===== config.mk =====
export PLATFORM = sky130hd
export DESIGN_NAME = tqv_exec_top
export DESIGN_NICKNAME = d
export VERILOG_FILES = /design/src/tqv_pkg.sv /design/src/tqv_alu.sv /design/src/tqv_shifter.sv /design/src/tqv_registers.sv /design/src/tqv_lsu_apb.sv /design/src/tqv_core.sv /design/src/tqv_exec_top.sv
export VERILOG_INCLUDE_DIRS = /design/src
export SDC_FILE = /design/constraint.sdc
export NUM_CORES = 2
export LEC_CHECK = 0
export BUFFER_PORTS_ARGS = -buffer_cell sky130_fd_sc_hd__buf_2
export CELL_PAD_IN_SITES_DETAIL_PLACEMENT = 1
export CELL_PAD_IN_SITES_GLOBAL_PLACEMENT = 1
export CORE_ASPECT_RATIO = 1.1
export CORE_MARGIN = 2
export CORE_UTILIZATION = 54
export DETAILED_ROUTE_END_ITERATION = 6
export GPL_TIMING_DRIVEN = 0
export PLACE_DENSITY = 0.95
export SYNTH_ARGS = -nofsm -noshare
export SYNTH_HDL_FRONTEND = slang
export SYNTH_SLANG_ARGS = --single-unit

===== constraint.sdc =====
create_clock -name clk -period 19.3 [get_ports clk]
set_input_delay 1.93 -clock clk [delete_from_list [all_inputs] [get_ports clk]]
set_output_delay 1.93 -clock clk [all_outputs]
set_load 0.03 [all_outputs]

===== src/tqv_settings.svh =====
// Sizes for the RV32E-style register file and the APB port; address is byte-exact, data is 32 bits
`ifndef TQV_SETTINGS_SVH
`define TQV_SETTINGS_SVH

`define TQV_NUM_REGS      16   // x0..x15 as in RV32E
`define TQV_REG_ADDR_BITS 4

`define TQV_ADDR_BITS     28   // APB byte address
`define TQV_DATA_BITS     32
`define TQV_PC_BITS       24

`endif


===== src/tqv_pkg.sv =====
// Shared types; widths come from the settings header, instructions arrive already decoded
`default_nettype none

`include "tqv_settings.svh"

package tqv_pkg;

    typedef enum logic [3:0] {
        NOP, LOAD, STORE, ALU_IMM, ALU_REG, LUI, AUIPC, BRANCH, JAL, JALR, SYSTEM
    } instr_kind_e;

    // {funct7[5], funct3} style code
    typedef enum logic [3:0] {
        ALU_ADD  = 4'b0000,
        ALU_SLL  = 4'b0001,
        ALU_SLT  = 4'b0010,
        ALU_SLTU = 4'b0011,
        ALU_XOR  = 4'b0100,
        ALU_SRL  = 4'b0101,
        ALU_OR   = 4'b0110,
        ALU_AND  = 4'b0111,
        ALU_SUB  = 4'b1000,
        ALU_SRA  = 4'b1101
    } alu_op_e;

    typedef logic [2:0] mem_op_t;  // funct3 of load, store or branch

    typedef struct packed {
        instr_kind_e                   kind;
        alu_op_e                       alu_op;
        mem_op_t                       mem_op;
        logic [`TQV_REG_ADDR_BITS-1:0] rs1;
        logic [`TQV_REG_ADDR_BITS-1:0] rs2;
        logic [`TQV_REG_ADDR_BITS-1:0] rd;
        logic [31:0]                   imm;
        logic [`TQV_PC_BITS-1:0]       pc;
        logic [`TQV_PC_BITS-1:0]       next_pc;
    } decoded_instr_t;

    typedef struct packed {
        logic                      psel;
        logic                      penable;
        logic                      pwrite;
        logic [`TQV_ADDR_BITS-1:0] paddr;
        logic [`TQV_DATA_BITS-1:0] pwdata;
        logic [3:0]                pstrb;
    } apb_req_t;

    typedef struct packed {
        logic                      pready;
        logic [`TQV_DATA_BITS-1:0] prdata;
    } apb_rsp_t;

    typedef struct packed {
        logic                      valid;
        logic                      write;
        mem_op_t                   mem_op;
        logic [`TQV_ADDR_BITS-1:0] addr;
        logic [`TQV_DATA_BITS-1:0] wdata;  // Raw rs2, lane placement is done in the LSU
    } mem_cmd_t;

endpackage

`default_nettype wire


===== src/tqv_alu.sv =====
// Purely combinational; result covers ADD/SUB/logic ops, cmp is equality unless op is SLT/SLTU
`default_nettype none

`include "tqv_settings.svh"

module tqv_alu (
    input  wire tqv_pkg::alu_op_e     op,
    input  wire [`TQV_DATA_BITS-1:0]  a,
    input  wire [`TQV_DATA_BITS-1:0]  b,
    output logic [`TQV_DATA_BITS-1:0] result,
    output logic                      cmp
);

    logic [`TQV_DATA_BITS:0] diff;
    logic                    lt_u;
    logic                    lt_s;

    assign diff = {1'b0, a} - {1'b0, b};
    assign lt_u = diff[`TQV_DATA_BITS];  // Borrow out

    // Signs differ: a is smaller when negative
    assign lt_s = (a[`TQV_DATA_BITS-1] ^ b[`TQV_DATA_BITS-1]) ? a[`TQV_DATA_BITS-1] : lt_u;

    always_comb begin
        case (op)
            tqv_pkg::ALU_SUB: result = diff[`TQV_DATA_BITS-1:0];
            tqv_pkg::ALU_XOR: result = a ^ b;
            tqv_pkg::ALU_OR:  result = a | b;
            tqv_pkg::ALU_AND: result = a & b;
            default:          result = a + b;  // ADD, also address and target sums
        endcase
    end

    always_comb begin
        if (op[3:1] == 3'b001)
            cmp = op[0] ? lt_u : lt_s;
        else
            cmp = a == b;
    end

endmodule

`default_nettype wire


===== src/tqv_shifter.sv =====
// 32-bit barrel shifter; dir_arith is alu_op[3:2], so 00 left, 01 logical right, 11 arithmetic
`default_nettype none

module tqv_shifter (
    input  wire [1:0]  dir_arith,
    input  wire [31:0] data,
    input  wire [4:0]  amount,
    output logic [31:0] result
);

    logic        fill;
    logic [32:0] right_in;
    logic [32:0] right_out;

    assign fill      = dir_arith[1] & data[31];  // Sign bit only for SRA
    assign right_in  = {fill, data};
    assign right_out = $signed(right_in) >>> amount;

    always_comb begin
        if (dir_arith[0])
            result = right_out[31:0];
        else
            result = data << amount;
    end

endmodule

`default_nettype wire


===== src/tqv_registers.sv =====
// Register file with combinational reads; x0 reads zero and ignores writes, all cleared on reset
`default_nettype none

`include "tqv_settings.svh"

module tqv_registers (
    input  wire                          clk,
    input  wire                          rstn,
    input  wire                          wr_en,
    input  wire [`TQV_REG_ADDR_BITS-1:0] rs1,
    input  wire [`TQV_REG_ADDR_BITS-1:0] rs2,
    input  wire [`TQV_REG_ADDR_BITS-1:0] rd,
    input  wire [`TQV_DATA_BITS-1:0]     wr_data,
    output logic [`TQV_DATA_BITS-1:0]    rs1_data,
    output logic [`TQV_DATA_BITS-1:0]    rs2_data
);

    logic [`TQV_DATA_BITS-1:0] regs [`TQV_NUM_REGS];

    always_ff @(posedge clk) begin
        if (!rstn) begin
            for (int i = 0; i < `TQV_NUM_REGS; i++)
                regs[i] <= '0;
        end else if (wr_en && rd != '0) begin
            regs[rd] <= wr_data;
        end
    end

    assign rs1_data = (rs1 == '0) ? '0 : regs[rs1];
    assign rs2_data = (rs2 == '0) ? '0 : regs[rs2];

endmodule

`default_nettype wire


===== src/tqv_lsu_apb.sv =====
// Single-transfer APB master; cmd must hold until done, word reads assume an aligned address
`default_nettype none

`include "tqv_settings.svh"

module tqv_lsu_apb (
    input  wire                        clk,
    input  wire                        rstn,
    input  wire tqv_pkg::mem_cmd_t     cmd,
    input  wire tqv_pkg::apb_rsp_t     rsp,
    output tqv_pkg::apb_req_t          req,
    output logic                       done,
    output logic [`TQV_DATA_BITS-1:0]  load_data
);

    typedef enum logic [1:0] {IDLE, SETUP, ACCESS} state_e;

    state_e                    state;
    logic [`TQV_ADDR_BITS-1:0] paddr_q;
    logic                      pwrite_q;
    logic [`TQV_DATA_BITS-1:0] pwdata_q;
    logic [3:0]                pstrb_q;
    tqv_pkg::mem_op_t          mem_op_q;
    logic [`TQV_DATA_BITS-1:0] rdata_q;
    logic [`TQV_DATA_BITS-1:0] lane_wdata;
    logic [3:0]                lane_strb;
    logic [`TQV_DATA_BITS-1:0] rdata_shifted;

    // Store data replicated across lanes, strobe picks the addressed one
    always_comb begin
        case (cmd.mem_op[1:0])
            2'b00: begin
                lane_strb  = 4'b0001 << cmd.addr[1:0];
                lane_wdata = {4{cmd.wdata[7:0]}};
            end
            2'b01: begin
                lane_strb  = 4'b0011 << {cmd.addr[1], 1'b0};
                lane_wdata = {2{cmd.wdata[15:0]}};
            end
            default: begin
                lane_strb  = 4'b1111;
                lane_wdata = cmd.wdata;
            end
        endcase
    end

    always_ff @(posedge clk) begin
        if (!rstn) begin
            state <= IDLE;
            done  <= 1'b0;
        end else begin
            done <= 1'b0;
            case (state)
                IDLE:    if (cmd.valid) state <= SETUP;
                SETUP:   state <= ACCESS;
                ACCESS: begin
                    if (rsp.pready) begin
                        state <= IDLE;
                        done  <= 1'b1;
                    end
                end
                default: state <= IDLE;
            endcase
        end
    end

    // Request fields latched once so they hold through wait states
    always_ff @(posedge clk) begin
        if (state == IDLE && cmd.valid) begin
            paddr_q  <= cmd.addr;
            pwrite_q <= cmd.write;
            pwdata_q <= lane_wdata;
            pstrb_q  <= lane_strb;
            mem_op_q <= cmd.mem_op;
        end
        if (state == ACCESS && rsp.pready) rdata_q <= rsp.prdata;
    end

    always_comb begin
        req.psel    = state != IDLE;
        req.penable = state == ACCESS;
        req.pwrite  = pwrite_q;
        req.paddr   = paddr_q;
        req.pwdata  = pwdata_q;
        req.pstrb   = pwrite_q ? pstrb_q : 4'b0000;  // No strobes on reads
    end

    assign rdata_shifted = rdata_q >> {paddr_q[1:0], 3'b000};

    always_comb begin
        case (mem_op_q[1:0])
            2'b00:   load_data = {{24{~mem_op_q[2] & rdata_shifted[7]}}, rdata_shifted[7:0]};
            2'b01:   load_data = {{16{~mem_op_q[2] & rdata_shifted[15]}}, rdata_shifted[15:0]};
            default: load_data = rdata_shifted;
        endcase
    end

endmodule

`default_nettype wire


===== src/tqv_core.sv =====
// Instruction must be held stable until instr_complete; one memory access at a time, no traps
`default_nettype none

`include "tqv_settings.svh"

module tqv_core (
    input  wire                          clk,
    input  wire                          rstn,
    input  wire tqv_pkg::decoded_instr_t instr,
    input  wire [`TQV_DATA_BITS-1:0]     rs1_data,
    input  wire [`TQV_DATA_BITS-1:0]     rs2_data,
    input  wire [`TQV_DATA_BITS-1:0]     alu_result,
    input  wire                          alu_cmp,
    input  wire [`TQV_DATA_BITS-1:0]     shift_out,
    input  wire                          mem_done,
    input  wire [`TQV_DATA_BITS-1:0]     load_data,
    output logic                         rd_wr_en,
    output logic [`TQV_DATA_BITS-1:0]    rd_data,
    output tqv_pkg::alu_op_e             alu_op,
    output logic [`TQV_DATA_BITS-1:0]    alu_a,
    output logic [`TQV_DATA_BITS-1:0]    alu_b,
    output logic [4:0]                   shift_amt,
    output tqv_pkg::mem_cmd_t            mem_cmd,
    output logic                         instr_complete,
    output logic                         branch,
    output logic [`TQV_PC_BITS-1:0]      branch_addr
);

    logic [1:0]                cycle;
    logic                      is_mem;
    logic                      is_alu;
    logic                      is_link;
    logic                      is_slt;
    logic                      is_shift;
    logic [`TQV_DATA_BITS-1:0] pc_ext;
    logic [`TQV_DATA_BITS-1:0] next_pc_ext;

    assign is_mem   = instr.kind == tqv_pkg::LOAD || instr.kind == tqv_pkg::STORE;
    assign is_alu   = instr.kind == tqv_pkg::ALU_IMM || instr.kind == tqv_pkg::ALU_REG;
    assign is_link  = instr.kind == tqv_pkg::JAL || instr.kind == tqv_pkg::JALR;
    assign is_slt   = instr.alu_op[3:1] == 3'b001;
    assign is_shift = instr.alu_op[1:0] == 2'b01;

    assign pc_ext      = {{(`TQV_DATA_BITS-`TQV_PC_BITS){1'b0}}, instr.pc};
    assign next_pc_ext = {{(`TQV_DATA_BITS-`TQV_PC_BITS){1'b0}}, instr.next_pc};

    // Branches pick their compare from funct3, everything else non-ALU needs a sum
    always_comb begin
        if (instr.kind == tqv_pkg::BRANCH) begin
            if (!instr.mem_op[2])
                alu_op = tqv_pkg::ALU_SUB;  // BEQ/BNE use the equality flag
            else if (instr.mem_op[1])
                alu_op = tqv_pkg::ALU_SLTU;
            else
                alu_op = tqv_pkg::ALU_SLT;
        end else if (is_alu) begin
            alu_op = instr.alu_op;
        end else begin
            alu_op = tqv_pkg::ALU_ADD;
        end
    end

    assign alu_a = (instr.kind == tqv_pkg::AUIPC || instr.kind == tqv_pkg::JAL) ? pc_ext : rs1_data;
    assign alu_b = (instr.kind == tqv_pkg::ALU_REG || instr.kind == tqv_pkg::BRANCH) ?
                   rs2_data : instr.imm;
    assign shift_amt = (instr.kind == tqv_pkg::ALU_IMM) ? instr.imm[4:0] : rs2_data[4:0];

    always_comb begin
        rd_wr_en = 1'b0;
        rd_data  = alu_result;
        case (instr.kind)
            tqv_pkg::ALU_IMM, tqv_pkg::ALU_REG: begin
                rd_wr_en = 1'b1;
                if (is_slt)
                    rd_data = {{(`TQV_DATA_BITS-1){1'b0}}, alu_cmp};
                else if (is_shift)
                    rd_data = shift_out;
            end
            tqv_pkg::AUIPC: rd_wr_en = 1'b1;
            tqv_pkg::LUI: begin
                rd_wr_en = 1'b1;
                rd_data  = instr.imm;
            end
            tqv_pkg::JAL, tqv_pkg::JALR: begin
                rd_wr_en = 1'b1;
                rd_data  = next_pc_ext;  // Link value
            end
            tqv_pkg::LOAD: begin
                rd_wr_en = mem_done;
                rd_data  = load_data;
            end
            default: rd_wr_en = 1'b0;
        endcase
        if (cycle == 2'd0 && !is_mem) rd_wr_en = 1'b0;  // Operands settle in cycle 0
    end

    always_comb begin
        mem_cmd.valid  = is_mem && !mem_done;  // Drop in the done cycle so the LSU stays idle
        mem_cmd.write  = instr.kind == tqv_pkg::STORE;
        mem_cmd.mem_op = instr.mem_op;
        mem_cmd.addr   = alu_result[`TQV_ADDR_BITS-1:0];
        mem_cmd.wdata  = rs2_data;
    end

    assign branch = (is_link && cycle == 2'd1) ||
                    (instr.kind == tqv_pkg::BRANCH && (alu_cmp ^ instr.mem_op[0]));
    assign branch_addr = (instr.kind == tqv_pkg::BRANCH) ?
                         instr.pc + instr.imm[`TQV_PC_BITS-1:0] : alu_result[`TQV_PC_BITS-1:0];

    always_comb begin
        case (instr.kind)
            tqv_pkg::LOAD, tqv_pkg::STORE: instr_complete = mem_done;
            tqv_pkg::ALU_IMM, tqv_pkg::ALU_REG, tqv_pkg::LUI, tqv_pkg::AUIPC,
            tqv_pkg::JAL, tqv_pkg::JALR:   instr_complete = cycle == 2'd1;
            default:                       instr_complete = 1'b1;  // NOP, BRANCH, SYSTEM
        endcase
    end

    // Saturates at 3 while a memory access waits
    always_ff @(posedge clk) begin
        if (!rstn)
            cycle <= 2'd0;
        else if (instr_complete)
            cycle <= 2'd0;
        else if (cycle != 2'd3)
            cycle <= cycle + 2'd1;
    end

endmodule

`default_nettype wire


===== src/tqv_exec_top.sv =====
// Execute stage top; instr comes from an external decoder and must hold until instr_complete
`default_nettype none

`include "tqv_settings.svh"

module tqv_exec_top (
    input  wire                          clk,
    input  wire                          rstn,
    input  wire tqv_pkg::decoded_instr_t instr,
    output logic                         instr_complete,
    output logic                         branch,
    output logic [`TQV_PC_BITS-1:0]      branch_addr,
    output tqv_pkg::apb_req_t            apb_req,
    input  wire tqv_pkg::apb_rsp_t       apb_rsp
);

    logic [`TQV_DATA_BITS-1:0] rs1_data;
    logic [`TQV_DATA_BITS-1:0] rs2_data;
    logic [`TQV_DATA_BITS-1:0] rd_data;
    logic [`TQV_DATA_BITS-1:0] alu_a;
    logic [`TQV_DATA_BITS-1:0] alu_b;
    logic [`TQV_DATA_BITS-1:0] alu_result;
    logic [`TQV_DATA_BITS-1:0] shift_out;
    logic [`TQV_DATA_BITS-1:0] load_data;
    logic                      rd_wr_en;
    logic                      alu_cmp;
    logic                      mem_done;
    logic [4:0]                shift_amt;
    tqv_pkg::alu_op_e          alu_op;
    tqv_pkg::mem_cmd_t         mem_cmd;

    tqv_core i_core (
        .clk, .rstn, .instr, .rs1_data, .rs2_data, .alu_result, .alu_cmp, .shift_out,
        .mem_done, .load_data, .rd_wr_en, .rd_data, .alu_op, .alu_a, .alu_b, .shift_amt,
        .mem_cmd, .instr_complete, .branch, .branch_addr
    );

    tqv_registers i_registers (
        .clk, .rstn, .wr_en(rd_wr_en), .rs1(instr.rs1), .rs2(instr.rs2), .rd(instr.rd),
        .wr_data(rd_data), .rs1_data, .rs2_data
    );

    tqv_alu i_alu (.op(alu_op), .a(alu_a), .b(alu_b), .result(alu_result), .cmp(alu_cmp));

    tqv_shifter i_shifter (
        .dir_arith(alu_op[3:2]), .data(rs1_data), .amount(shift_amt), .result(shift_out)
    );

    tqv_lsu_apb i_lsu (
        .clk, .rstn, .cmd(mem_cmd), .rsp(apb_rsp), .req(apb_req), .done(mem_done), .load_data
    );

endmodule

`default_nettype wire


==> results.sh, run 1 <==
export IMPL_status="aborted with a tool error"
export IMPL_stop_stage="global routing (5_1_grt)"
export IMPL_error_line="[ERROR GRT-0116] Global routing finished with congestion. Check the congestion regions in the DRC Viewer."
export IMPL_cts_buffers=69
export IMPL_start_util_pct=54.55
export IMPL_grt_pass1_vias=51500
export IMPL_gr_total_overflow=2
export IMPL_cts_htree_levels=3
export IMPL_rows=109
export IMPL_synth_edf_count=612
export IMPL_ys_ff_latch=617
export IMPL_ys_warnings_count=0
export IMPL_cts_path_max_buffers=3
export IMPL_grt_max_degree=33
export IMPL_cts_sinks=617
export IMPL_grt_usage_pct=73.77
export IMPL_syn_inst=4071
export IMPL_cts_root_buf="clkbuf_16"
export IMPL_dpl_hpwl_mm=198.3
export IMPL_yosys_most_used_dff="edfxtp_1"
export IMPL_avgSynthCellArea_um2=10.78
export IMPL_io_pins=231
export IMPL_post_cts_setup_buffers=0
export IMPL_gp_congestion=1.095
export IMPL_die_y_um=303.0
export IMPL_ctsResizeCount=0
export IMPL_netlist_area_mm2=0.04389
export IMPL_synth_distinct_cells=122
export IMPL_yosysSeqAreaShare_pct=42.10
export IMPL_dp_cells=5402
export IMPL_ys_async_sr_fraction_pct=0
export IMPL_io_buffers=221
export IMPL_hold_buffers=0
export IMPL_placed_area_mm2=0.04693
export IMPL_grt_pass1_wl_mm=425.1
export IMPL_dieWidth_um=275.8
## Yosys cell counts (all sizes together) (82+ instances only)
library cell	instances	area, µm²
a211oi	82	625.6
a21oi	235	1195
buf	172	1097
clkbuf	174	653.1
edfxtp	612	18380
ha	122	1526
inv	136	510.5
mux2i	122	1234
mux4	277	6246
nand2	274	1036
nand3	151	770.7
nor2	560	2181
nor3	111	565.5
o21ai	214	1082
## per-layer routing
layer / GRT overflow / GRT usage [%]
met2: 0 / 89.21
met5: 0 / 27.75
met4: 2 / 72.47
met1: 0 / 75.22
met3: 0 / 58.24
## logic make-up after synthesis
group | synth area share, %
adders and majority gates | 3.614
other | 0.008543
AOI/OAI and AO/OA | 16.61
and+or+nand+nor | 14.30
muxes | 17.74
DFF | 42.10
xor gates and xnor gates | 0.4789
buffers and inverters | 5.151
## through the flow
stage | setup WS (ps) | util (%)
floorplan | 9842 | -
global placement | 8025 | 57.71
detailed placement | 7737 | 58.33
CTS | 7345 | 61.14
==> run 2, diff against run 1 <==
CELL_PAD_IN_SITES_DETAIL_PLACEMENT = not set   (was 1)
CELL_PAD_IN_SITES_GLOBAL_PLACEMENT = not set   (was 1)
CORE_ASPECT_RATIO = not set   (was 1.1)
CORE_UTILIZATION = 40   (was 54)
PLACE_DENSITY = not set   (was 0.95)
PLACE_DENSITY_LB_ADDON = 0.15   (was not set)
==> run 2 against run 1 <==
Compared with the run above: the flow now finishes, with violations (max-capacitance violations, max-slew violations); area after synthesis did not move; synthesized cell count unchanged.
==> results.sh, run 2 <==
export IMPL_status="complete, but fails checks"
export IMPL_violations="max-capacitance violations, max-slew violations"
export IMPL_die_area_mm2=0.1124
export IMPL_end_kind="output port"
export IMPL_avgSynthCellArea_um2=10.78
export IMPL_die_y_um=335.3
export IMPL_tns_ps=0
export IMPL_vdd_ir_drop_max_uv=91.04
export IMPL_ys_ff_latch=617
export IMPL_cts_buffers=71
export IMPL_final_cell_mix="edfxtp_1 (612), nor2_1 (536), buf_2 (312)"
export IMPL_gr_total_overflow=0
export IMPL_antenna_left=0
export IMPL_grt_usage_pct=42.15
export IMPL_synth_most_common_cell="edfxtp_1"
export IMPL_grt_max_degree=24
export IMPL_synth_top_area_share_pct=41.87
export IMPL_cts_sinks=617
export IMPL_setup_viol=0
export IMPL_yosys_top_cells_area="edfxtp_1 (42%), mux4_2 (14%), nor2_1 (4.6%), ha_1 (3.5%), mux2i_1 (2.8%)"
export IMPL_io_pins=231
export IMPL_regArea_mm2=0.01848
export IMPL_top_regs="i_registers.regs (512), i_lsu.pwdata_q (32), i_lsu.rdata_q (32)"
export IMPL_worstMarginPinSlew_ps=1628
export IMPL_p_leak_nw=18.37
export IMPL_crit_arrival_ps=10320
export IMPL_cp_slowest_cell="buf_1"
export IMPL_hold_violations=0
export IMPL_hold_buffers=0
export IMPL_grt_pass1_wl_mm=324.0
export IMPL_syn2layout_area_growth_pct=13.21
export IMPL_worstPathRequired_ps=17370
export IMPL_path_cells="buf_6 > buf_12 > buf_8 > buf_2 > buf_1 > mux4_2 > mux4_2 > and2_1 > a21boi_0 > ha_1 > a211o_1 > a311oi_1 > o21ai_0 > a221oi_1 > nand2_1 > a2111oi_0 > o21ai_0 > mux2i_1 > xnor2_1 > o21ai_0 > buf_2"
export IMPL_cpMostUsedCell="o21ai_0"
export IMPL_start_util_pct=40.32
export IMPL_multi_input_area_mm2=0.02336
export IMPL_cts_htree_levels=3
export IMPL_ctsResizeCount=0
export IMPL_p_seq_share_pct=34.5
export IMPL_cts_root_buf="clkbuf_16"
export IMPL_largest_reg_flops=512
export IMPL_yosys_most_used_dff="edfxtp_1"
export IMPL_drt_iter0_markers=5687
export IMPL_yosysSeqAreaShare_pct=42.10
export IMPL_drc=0
export IMPL_final_area_mm2=0.04970
export IMPL_routed_wl_mm=241.1
export IMPL_synth_largest_area_cell="edfxtp_1"
export IMPL_gp_congestion=1.116
export IMPL_setup_worst_path_start_class="primary input"
export IMPL_cts_tree="done"
export IMPL_ys_top_cells_by_count="edfxtp_1 (612), nor2_1 (536), mux4_2 (275), nand2_1 (271), a21oi_1 (232)"
export IMPL_dp_cells=5765
export IMPL_utilization_pct=45.65
export IMPL_p_int_mw=2.703
export IMPL_ys_async_sr_fraction_pct=0
export IMPL_placed_area_mm2=0.04749
export IMPL_grt_pass1_vias=38720
export IMPL_fin_ws_ps=7052
export IMPL_wl_per_cell_um=40.84
export IMPL_cts_path_max_buffers=3
export IMPL_drt_pass1_iterations=7
export IMPL_via_per_inst=6.898
export IMPL_synth_distinct_cells=122
export IMPL_rows=121
export IMPL_fin_crit_sh_pct=63.46
export IMPL_antenna_found_initial=12
export IMPL_fin_cells=5903
export IMPL_cp_max_fo=10
export IMPL_fill_cells=10420
export IMPL_crit_type="in2out"
export IMPL_finish_net_count=4690
export IMPL_power_frac_comb_pct=36.6
export IMPL_core_area_mm2=0.1089
export IMPL_clkTransAtPathRegs_ps=60
export IMPL_final_common_cell="edfxtp_1"
export IMPL_whs_ps=538.7
export IMPL_clk_latency_ps=680
export IMPL_power_switching_mw=1.830
export IMPL_pwr_share_clk_pct=28.9
export IMPL_regMostFlops="i_registers.regs"
export IMPL_vias=40720
export IMPL_p_sw_share_pct=40.37
export IMPL_fin_crit_ps=12250
export IMPL_netlist_area_mm2=0.04389
export IMPL_finalPower_mw=4.533
export IMPL_max_freq_mhz=81.65
export IMPL_syn_inst=4071
export IMPL_dpl_hpwl_mm=185.1
export IMPL_hp_class="reg2reg"
export IMPL_io_buffers=221
export IMPL_finalMaxSlewViolations=46
export IMPL_fin_worst_skew_ps=49.26
export IMPL_maxCapViolCount=6
export IMPL_power_per_cell_area_mw_per_mm2=91.22
export IMPL_dieWidth_um=335.3
export IMPL_pre_cts_ws_ps=7321
export IMPL_drive_above_1_share_pct=20.87
export IMPL_post_cts_setup_buffers=0
export IMPL_slowest_delay_ps=900
export IMPL_ys_warnings_count=0
export IMPL_maxSlewHeadroom_pct=-8.559
export IMPL_rsz0062_at_grt="no"
export IMPL_synth_edf_count=612
[run 2: cell counts after synthesis]
No cell type changed its count.
[run 2: cell type report]
| cell class | count | area share (%) |
|---|---|---|
| Timing Repair Buffer | 252 | 3.308 |
| Buffer | 346 | 3.540 |
| Inverter | 136 | 1.027 |
| Multi-Input combinational cell | 3003 | 47.01 |
| Tap cell | 1414 | 3.560 |
| Antenna cell | 8 | 0.04028 |
| Clock inverter | 45 | 0.6722 |
| Sequential cell | 617 | 37.18 |
| Clock buffer | 82 | 3.658 |
[run 2: worst max-delay path, delay by kind of cell]
| kind | cells | cell delay [ps] |
|---|---|---|
| multiplexers | 3 | 1600 |
| XOR/XNOR | 1 | 110 |
| adder cells (fa/ha/maj) | 1 | 430 |
| buffers and inverters | 6 | 2000 |
| AO/OA/AOI/OAI | 8 | 3560 |
| AND/OR/NAND/NOR | 2 | 640 |
[run 2: power by group through the flow]
stage	sequential, mW	combinational, mW	clock [mW]
2_1_floorplan	1.60	0.882	0
3_3_place_gp	1.60	1.57	0
3_5_place_dp	1.59	1.58	0
4_1_cts	1.56	1.58	1.31
5_1_grt	1.57	1.69	1.36
6_report	1.56	1.66	1.31
[run 2: path summary, 6_finish.rpt]
path / startpoint / endpoint / slack (ps) / depth (start not counted)
max: instr[84] / branch / 7050 / 21
min: i_lsu.state[1] / i_lsu.state[1] / 540 / 2
max reg2reg: i_registers.regs[8][0] / i_registers.regs[3][14] / 11300 / 18
min reg2reg: i_lsu.state[1] / i_lsu.state[1] / 540 / 2
[run 2: cell families after synthesis]
logic type	synth area share, %
AO/OA/AOI/OAI	16.61
XOR/XNOR	0.4789
adder cells (fa/ha/maj)	3.614
buffers and inverters	5.151
flip-flops	42.10
multiplexers	17.74
other	0.008543
AND/OR/NAND/NOR	14.30
[run 2: per-layer routing]
| layer | vias up | wire length (µm) | global-route usage (%) |
|---|---|---|---|
| li1 | 16440 | - | - |
| met1 | 20430 | 85370 | 50.15 |
| met2 | 3070 | 107800 | 66.00 |
| met3 | 773 | 26670 | 11.16 |
| met4 | 8 | 21200 | 30.63 |
| met5 | - | 37 | 0.04342 |
Note: power is estimated with default switching activity, not from simulation.
